[src/rtl/xdbl_pkg.sv]
// xdbl_pkg: field width, prime, element type and step/opcode enums for the xDBL engine
package xdbl_pkg;

  // single-word field elements of GF(p)
  localparam int WORD_BITS = 16;

  // prime modulus, below 2^WORD_BITS so one conditional subtract reduces a sum
  localparam logic [WORD_BITS-1:0] FIELD_P = 16'd65521;

  // wide enough to index WORD_BITS-1 down to 0
  localparam int BIT_IDX_BITS = 4;

  // field element, value kept below FIELD_P
  typedef logic [WORD_BITS-1:0] fe_t;

  // controller state, also selects datapath operands
  typedef enum logic [2:0] {
    step_idle,
    // t0 = X+Z, t1 = X-Z
    step_sum_diff,
    // t2 = t0^2, t3 = t1^2
    step_square,
    // t4 = t2, t5 = t3, t0 = t2-t3
    step_diff_sq,
    // t2 = C24*t5, t3 = A24*t0
    step_scale,
    // t5 = t2, t1 = t2+t3
    step_sum_sc,
    // t2 = t4*t5, t3 = t1*t0
    step_final,
    step_done
  } xdbl_step_e;

  // add/sub lane opcode
  typedef enum logic {
    op_add,
    op_sub
  } addsub_op_e;

endpackage

[src/rtl/mul_seq_if.sv]
// mul_seq_if: sequencing signals shared by controller, bit timer and serial multipliers
`timescale 1ns/1ps

interface mul_seq_if;
  import xdbl_pkg::*;

  // issue pulse, clears the accumulators
  logic mul_start;
  // high during the WORD_BITS iteration cycles
  logic active;
  // multiplier bit consumed this cycle, MSB first
  logic [BIT_IDX_BITS-1:0] bit_idx;
  // final iteration
  logic last;

  modport ctrl (output mul_start, input last);

  modport timer (input mul_start, output active, output bit_idx, output last);

  modport dp (input mul_start, input active, input bit_idx);

endinterface

[src/rtl/mul_timer.sv]
// mul_timer: bit counter pacing one MSB-first serial modular multiplication
`timescale 1ns/1ps

module mul_timer (
  input  logic      clk,
  input  logic      rst,
  mul_seq_if.timer  seq
);
  import xdbl_pkg::*;

  logic                    active_q;
  logic [BIT_IDX_BITS-1:0] idx_q;
  logic                    last_w;

  // last iteration once the index has reached bit 0
  assign last_w = active_q && (idx_q == '0);

  always_ff @(posedge clk or posedge rst) begin
    if (rst) begin
      active_q <= 1'b0;
      idx_q    <= '0;
    end else if (seq.mul_start) begin
      // start from the top bit of the multiplier
      active_q <= 1'b1;
      idx_q    <= BIT_IDX_BITS'(WORD_BITS - 1);
    end else if (active_q) begin
      if (last_w) begin
        active_q <= 1'b0;
      end else begin
        idx_q <= idx_q - 1'b1;
      end
    end
  end

  assign seq.active  = active_q;
  assign seq.bit_idx = idx_q;
  assign seq.last    = last_w;

endmodule

[src/rtl/mod_mul_serial.sv]
// mod_mul_serial: interleaved modular multiplier, one bit of b per cycle from the MSB
`timescale 1ns/1ps

module mod_mul_serial (
  input  logic          clk,
  input  logic          rst,
  input  xdbl_pkg::fe_t a,
  input  xdbl_pkg::fe_t b,
  mul_seq_if.dp         seq,
  output xdbl_pkg::fe_t product
);
  import xdbl_pkg::*;

  fe_t                acc;
  fe_t                acc_nxt;
  logic [WORD_BITS:0] dbl;
  logic [WORD_BITS:0] sum;

  // acc <- 2*acc + b[i]*a, each stage brought back below p
  always_comb begin
    dbl = {acc, 1'b0};
    if (dbl >= {1'b0, FIELD_P}) begin
      dbl = dbl - {1'b0, FIELD_P};
    end
    sum = dbl + (b[seq.bit_idx] ? {1'b0, a} : '0);
    if (sum >= {1'b0, FIELD_P}) begin
      sum = sum - {1'b0, FIELD_P};
    end
    acc_nxt = sum[WORD_BITS-1:0];
  end

  always_ff @(posedge clk or posedge rst) begin
    if (rst) begin
      acc <= '0;
    end else if (seq.mul_start) begin
      acc <= '0;
    end else if (seq.active) begin
      acc <= acc_nxt;
    end
  end

  // final value is ready at the edge that ends the last iteration
  assign product = acc_nxt;

endmodule

[src/rtl/xdbl_ctrl.sv]
// xdbl_ctrl: FSM stepping through the six xDBL steps with start/busy/done handshake
`timescale 1ns/1ps

module xdbl_ctrl (
  input  logic                   clk,
  input  logic                   rst,
  input  logic                   start,
  output logic                   busy,
  output logic                   done,
  output xdbl_pkg::xdbl_step_e   step,
  output logic                   capture,
  mul_seq_if.ctrl                seq
);
  import xdbl_pkg::*;

  xdbl_step_e state;

  // inputs are loaded at the same edge that accepts start
  assign capture = (state == step_idle) && start;
  assign step    = state;

  always_ff @(posedge clk or posedge rst) begin
    if (rst) begin
      state         <= step_idle;
      busy          <= 1'b0;
      done          <= 1'b0;
      seq.mul_start <= 1'b0;
    end else begin
      done          <= 1'b0;
      seq.mul_start <= 1'b0;
      case (state)
        step_idle: begin
          if (start) begin
            state <= step_sum_diff;
            busy  <= 1'b1;
          end
        end

        // add steps take a single cycle
        step_sum_diff: begin
          state         <= step_square;
          seq.mul_start <= 1'b1;
        end

        step_square: begin
          if (seq.last) begin
            state <= step_diff_sq;
          end
        end

        step_diff_sq: begin
          state         <= step_scale;
          seq.mul_start <= 1'b1;
        end

        step_scale: begin
          if (seq.last) begin
            state <= step_sum_sc;
          end
        end

        step_sum_sc: begin
          state         <= step_final;
          seq.mul_start <= 1'b1;
        end

        step_final: begin
          if (seq.last) begin
            state <= step_done;
          end
        end

        // done pulses as busy drops
        step_done: begin
          state <= step_idle;
          busy  <= 1'b0;
          done  <= 1'b1;
        end

        default: begin
          state <= step_idle;
          busy  <= 1'b0;
        end
      endcase
    end
  end

endmodule

[src/rtl/xdbl_datapath.sv]
// xdbl_datapath: operand registers, per-step routing, two add/sub lanes and two multipliers
`timescale 1ns/1ps

module xdbl_datapath (
  input  logic                 clk,
  input  logic                 rst,
  input  logic                 capture,
  input  xdbl_pkg::xdbl_step_e step,
  mul_seq_if.dp                seq,
  input  xdbl_pkg::fe_t        x_in,
  input  xdbl_pkg::fe_t        z_in,
  input  xdbl_pkg::fe_t        a24_in,
  input  xdbl_pkg::fe_t        c24_in,
  output xdbl_pkg::fe_t        x_out,
  output xdbl_pkg::fe_t        z_out
);
  import xdbl_pkg::*;

  // captured inputs
  fe_t x_r, z_r, a24_r, c24_r;
  // intermediates of the doubling formula
  fe_t t0, t1, t2, t3, t4, t5;

  // add/sub lanes
  addsub_op_e op_a, op_b;
  fe_t        add_a_x, add_a_y, add_b_x, add_b_y;
  fe_t        add_a_res, add_b_res;

  // multiplier lanes
  fe_t mul_a_x, mul_a_y, mul_b_x, mul_b_y;
  fe_t mul_a_prod, mul_b_prod;
  logic mul_done;

  // modular add or subtract, one correction step each way
  function automatic fe_t mod_addsub(addsub_op_e op, fe_t x, fe_t y);
    logic [WORD_BITS:0] r;
    if (op == op_add) begin
      r = {1'b0, x} + {1'b0, y};
      if (r >= {1'b0, FIELD_P}) begin
        r = r - {1'b0, FIELD_P};
      end
    end else begin
      r = {1'b0, x} - {1'b0, y};
      if (x < y) begin
        r = r + {1'b0, FIELD_P};
      end
    end
    return r[WORD_BITS-1:0];
  endfunction

  // operand routing per step
  always_comb begin
    op_a    = op_add;
    add_a_x = '0;
    add_a_y = '0;
    op_b    = op_add;
    add_b_x = '0;
    add_b_y = '0;
    mul_a_x = '0;
    mul_a_y = '0;
    mul_b_x = '0;
    mul_b_y = '0;
    case (step)
      step_sum_diff: begin
        add_a_x = x_r;
        add_a_y = z_r;
        op_b    = op_sub;
        add_b_x = x_r;
        add_b_y = z_r;
      end
      step_square: begin
        mul_a_x = t0;
        mul_a_y = t0;
        mul_b_x = t1;
        mul_b_y = t1;
      end
      step_diff_sq: begin
        op_a    = op_sub;
        add_a_x = t2;
        add_a_y = t3;
      end
      step_scale: begin
        mul_a_x = c24_r;
        mul_a_y = t5;
        mul_b_x = a24_r;
        mul_b_y = t0;
      end
      step_sum_sc: begin
        add_b_x = t2;
        add_b_y = t3;
      end
      step_final: begin
        mul_a_x = t4;
        mul_a_y = t5;
        mul_b_x = t1;
        mul_b_y = t0;
      end
      default: begin
      end
    endcase
  end

  assign add_a_res = mod_addsub(op_a, add_a_x, add_a_y);
  assign add_b_res = mod_addsub(op_b, add_b_x, add_b_y);

  mod_mul_serial u_mul_a (
    .clk     (clk),
    .rst     (rst),
    .a       (mul_a_x),
    .b       (mul_a_y),
    .seq     (seq),
    .product (mul_a_prod)
  );

  mod_mul_serial u_mul_b (
    .clk     (clk),
    .rst     (rst),
    .a       (mul_b_x),
    .b       (mul_b_y),
    .seq     (seq),
    .product (mul_b_prod)
  );

  // last iteration of the shared bit timer
  assign mul_done = seq.active && (seq.bit_idx == '0);

  // inputs and add-step results
  always_ff @(posedge clk) begin
    if (capture) begin
      x_r   <= x_in;
      z_r   <= z_in;
      a24_r <= a24_in;
      c24_r <= c24_in;
    end
    case (step)
      step_sum_diff: begin
        t0 <= add_a_res;
        t1 <= add_b_res;
      end
      step_diff_sq: begin
        t4 <= t2;
        t5 <= t3;
        t0 <= add_a_res;
      end
      step_sum_sc: begin
        t5 <= t2;
        t1 <= add_b_res;
      end
      default: begin
      end
    endcase
  end

  // every multiply step lands in t2 and t3, which are also the outputs
  always_ff @(posedge clk or posedge rst) begin
    if (rst) begin
      t2 <= '0;
      t3 <= '0;
    end else if (mul_done && (step == step_square || step == step_scale ||
                              step == step_final)) begin
      t2 <= mul_a_prod;
      t3 <= mul_b_prod;
    end
  end

  assign x_out = t2;
  assign z_out = t3;

endmodule

[src/rtl/xdbl_top.sv]
// xdbl_top: Montgomery xDBL point-doubling engine over GF(p)
`timescale 1ns/1ps

module xdbl_top (
  input  logic          clk,
  input  logic          rst,
  input  logic          start,
  input  xdbl_pkg::fe_t x_in,
  input  xdbl_pkg::fe_t z_in,
  input  xdbl_pkg::fe_t a24_in,
  input  xdbl_pkg::fe_t c24_in,
  output logic          busy,
  output logic          done,
  output xdbl_pkg::fe_t x_out,
  output xdbl_pkg::fe_t z_out
);

  xdbl_pkg::xdbl_step_e step;
  logic                 capture;

  // multiply sequencing between controller, timer and both multipliers
  mul_seq_if u_seq ();

  xdbl_ctrl u_ctrl (
    .clk     (clk),
    .rst     (rst),
    .start   (start),
    .busy    (busy),
    .done    (done),
    .step    (step),
    .capture (capture),
    .seq     (u_seq.ctrl)
  );

  mul_timer u_timer (
    .clk (clk),
    .rst (rst),
    .seq (u_seq.timer)
  );

  xdbl_datapath u_datapath (
    .clk     (clk),
    .rst     (rst),
    .capture (capture),
    .step    (step),
    .seq     (u_seq.dp),
    .x_in    (x_in),
    .z_in    (z_in),
    .a24_in  (a24_in),
    .c24_in  (c24_in),
    .x_out   (x_out),
    .z_out   (z_out)
  );

endmodule

[config.mk]
export PLATFORM = sky130hd
export DESIGN_NAME = xdbl_top
export DESIGN_NICKNAME = d
export VERILOG_FILES = /design/src/rtl/xdbl_pkg.sv /design/src/rtl/mul_seq_if.sv /design/src/rtl/mul_timer.sv /design/src/rtl/mod_mul_serial.sv /design/src/rtl/xdbl_ctrl.sv /design/src/rtl/xdbl_datapath.sv /design/src/rtl/xdbl_top.sv
export SDC_FILE = /design/constraint.sdc
export NUM_CORES = 1
export LEC_CHECK = 0
export BUFFER_PORTS_ARGS = -buffer_cell sky130_fd_sc_hd__buf_2
export CORE_UTILIZATION = 30
export CTS_CLUSTER_DIAMETER = 100
export DETAILED_ROUTE_END_ITERATION = 7
export PLACE_DENSITY = 0.51
export SYNTH_ARGS = -nofsm -noshare
export SYNTH_HDL_FRONTEND = slang
export SYNTH_SLANG_ARGS = --single-unit
[constraint.sdc]
create_clock -name clk -period 12.8 [get_ports clk]
set_input_delay 3.2 -clock clk [delete_from_list [all_inputs] [get_ports clk]]
set_output_delay 3.2 -clock clk [all_outputs]
set_load 0.01 [all_outputs]
==> results.cfg <==
[synthesis]
async_flop_share_pct = 36.9
synth_edf_count = 128
ys_seq_elements = 203
syn_area_mm2 = 0.0183
synthTopCellsByCount = nor2_1 (202), nand2_1 (140), edfxtp_1 (128)
yosysWarnings = 0
yosys.area.top_type = edfxtp_1
netlist.area_leader.share_pct = 21.0
avgSynthCellArea_um2 = 8.77
netlist_instances = 2087
synth_area_leaders = edfxtp_1 (21%), dfrtp_1 (10%), ha_1 (7.5%)
synth-seq-area-share_pct = 31.2
synth_cell_types = 103
synth.most_common_cell = nor2_1
synth_fp_nets = 2270
ys.flop_type = edfxtp_1

[placement]
hpwl_um = 49900
post_dp_cell_area_mm2 = 0.0194
place.gp.congestion = 0.930
port_buffers = 100

[worst_setup_path]
reg2reg_to = u_datapath.u_mul_a.acc[7]
crit_path_start_kind = flop
crit_chain = buf_4 -> nor2_2 -> a221oi_1 -> a21oi_1 -> mux4_2 -> a21oi_1 -> nor2_1 -> ha_1 -> a211oi_1 -> o21a_1 -> o211ai_1 -> a221oi_1 -> nand4_1 -> nor3_2 -> a22oi_1 -> or3_1 -> a311oi_1
critPathBufInv = 1
max_stage_delay_ps = 890
reg2reg_depth = 17
cp_top_family = compound AO/OA/AOI/OAI gates
end_kind = flop
reg2reg_setup_slack_ps = 5710
worstReg2RegStart = u_ctrl.step[2]
critPathMaxFanout = 37
cp.required_ps = 13260
crit_type = reg -> reg
slowest_stage = a21oi_1
worstPathArrival_ps = 7550

[sta]
maxSlewViolCount = 0
min_period_ps = 7090
clock_skew_ps = 25.4
setup_tns_ps = 0
hold_viol_final = 0
finalSetupViolCount = 0
rsz0062_at_grt = false
worstMarginPinSlew_ps = 1300
min_period_over_period_pct = 55.4
slew-limit-headroom_pct = 13.1
fmax_mhz = 141

[pwr]
power.density_mw_per_mm2 = 74.5
vdd_drop_max_v = 0.0000975
p_leak_nw = 8.28

[routing]
ant_nets = 0
drt-total-wl_um = 64800
drcViolationCount = 0
via_per_inst = 5.77
drt_iter0_drc = 1653
first_pass_iters = 5
vias = 16845
wl_per_cell_um = 22.2

[global_routing]
antenna_found_initial = 2
grt_pass1_wl_um = 97800
grt.total_usage_pct = 20.3
grt_max_degree = 73
overflow = 0
grt_pass1_vias = 15928

[cts]
clk_path_buf_depth = 3
htree_levels = 1
cts.clk_slew.worst_paths_ps = 60
hold_buffers = 0
clkLatencyLatePin_ps = 590
cts_setup_buffers = 0
cts_tree = built
root_buffer = clkbuf_16
cts_sinks = 203
cts_resized = 0
cts_made_buffers = 28

[floorplan]
num_rows = 90
ios = 101
start_util_pct = 30.3
fp.dieW_um = 249
fp.coreArea_mm2 = 0.0604
die_h_um = 249
die_area_mm2 = 0.0620

[hold_path]
hold_end = u_ctrl.busy
hp-class = reg -> reg
min_from = u_ctrl.busy
whs_path_depth = 2

[finish]
design_area_mm2 = 0.0203
area_delta_synth_final_pct = 11.1
n_antenna_cell = 0
fillers = 6253
nets = 2297
drive_gt1_share_pct = 13.6

[flow_run]
max_cap_violations = 0

[outcome]
status = finished, final reports clean
[worst max path at each step]
| stage | start | end | slack, ps | depth (start not counted) |
|---|---|---|---|---|
| 6_report | u_ctrl.step[2] | u_datapath.u_mul_a.acc[7] | 5710 | 17 |
| 3_5_place_dp | u_ctrl.step[2] | u_datapath.u_mul_a.acc[11] | 5840 | 17 |
| 2_1_floorplan | start | u_ctrl.busy | 2360 | 2 |
| 3_3_place_gp | u_ctrl.step[2] | u_datapath.u_mul_a.acc[3] | 6020 | 18 |
| 5_1_grt | u_ctrl.step[2] | u_datapath.u_mul_a.acc[7] | 5020 | 18 |
| 4_1_cts | u_ctrl.step[2] | u_datapath.u_mul_a.acc[7] | 5800 | 17 |
[per-layer routing]
layer | global-route usage, % | part of all wire (%) | vias to the layer above
met4 | 5.96 | 3.0 | 0
met2 | 32.7 | 45 | 554
met1 | 27.9 | 45 | 8236
li1 | - | - | 7970
met5 | 0 | 0 | -
met3 | 3.19 | 6.4 | 85
[cells in the final DEF, fill, tap and decap left out, types with 33 or more instances in the layout]
cell type    n
a31oi_1     34
inv_1       94
nor2_1     200
a22oi_1     57
a21oi_1    116
buf_2      100
mux2_2      54
dfrtp_1     73
or3_1       37
edfxtp_1   128
xor2_1      33
a211oi_1    46
o21ai_0     74
nand3_1     63
xnor2_1     75
nor3_1      58
nand2_1    140
ha_1       110
[worst reg2reg max path: stages (launching register included)]
cell,delay [ps]
dfrtp_2,610
buf_4,550
nor2_2,380
a221oi_1,350
a21oi_1,70
mux4_2,460
a21oi_1,890
nor2_1,230
ha_1,370
a211oi_1,270
o21a_1,330
o211ai_1,130
a221oi_1,480
nand4_1,380
nor3_2,470
a22oi_1,320
or3_1,410
a311oi_1,290
[area by class of cell]
| type | count | area, um^2 | area share (%) |
|---|---|---|---|
| multi-input combinational | 1660 | 11600 | 57.2 |
| sequential | 203 | 5720 | 28.1 |
| tap | 782 | 978 | 4.81 |
| clock buffer | 42 | 877 | 4.31 |
| timing repair buffer | 123 | 673 | 3.31 |
| inverter | 98 | 369 | 1.81 |
| clock inverter | 10 | 76.3 | 0.375 |
[where the power goes]
group	leakage (nW)	switching, mW	total (mW)	internal (mW)
logic	5.79	0.00847	0.0157	0.00725
registers	2.02	0	0.695	0.695
clock network	0.474	0.328	0.804	0.477
total	8.28	0.336	1.51	1.18
[flip-flops by register name, indices dropped and copies added, names as in the netlist]
| name | count |
|---|---|
| u_timer.seq.active | 1 |
| u_datapath.t1 | 16 |
| u_datapath.x_r | 16 |
| u_datapath.a24_r | 16 |
| u_ctrl.busy | 1 |
| u_datapath.z_r | 16 |
| u_datapath.u_mul_b.acc | 16 |
| u_timer.seq.bit_idx | 4 |
| u_datapath.t0 | 16 |
| u_datapath.t4 | 16 |
| u_ctrl.done | 1 |
| u_ctrl.seq.mul_start | 1 |
| u_datapath.x_out | 16 |
| u_ctrl.step | 3 |
| u_datapath.c24_r | 16 |
| u_datapath.t5 | 16 |
| u_datapath.u_mul_a.acc | 16 |
| u_datapath.z_out | 16 |
[through the flow]
| step | cells | hold slack, ps | util (%) | setup slack (ps) | power (mW) |
|---|---|---|---|---|---|
| floorplan | 2087 | 510 | - | 2360 | 0.711 |
| global placement | 2866 | 516 | 32.1 | 6020 | 0.724 |
| detailed placement | 2866 | 532 | 32.1 | 5840 | 0.724 |
| CTS | 2918 | 541 | 33.7 | 5800 | 1.54 |
| global route | 2918 | 572 | 33.7 | 5020 | 1.56 |
| finish | 2918 | 540 | 33.7 | 5710 | 1.51 |
[cells by family after synthesis]
kind of cell	count (synthesis)	share of synthesized area, %
xor+xnor	109	5.32
simple gates	741	21.0
buf+inv	224	5.34
fa+ha+maj	116	8.17
mux	85	5.15
flops	203	31.2
compound gates	609	23.7
No activity file was read; power rests on OpenSTA's default activity.
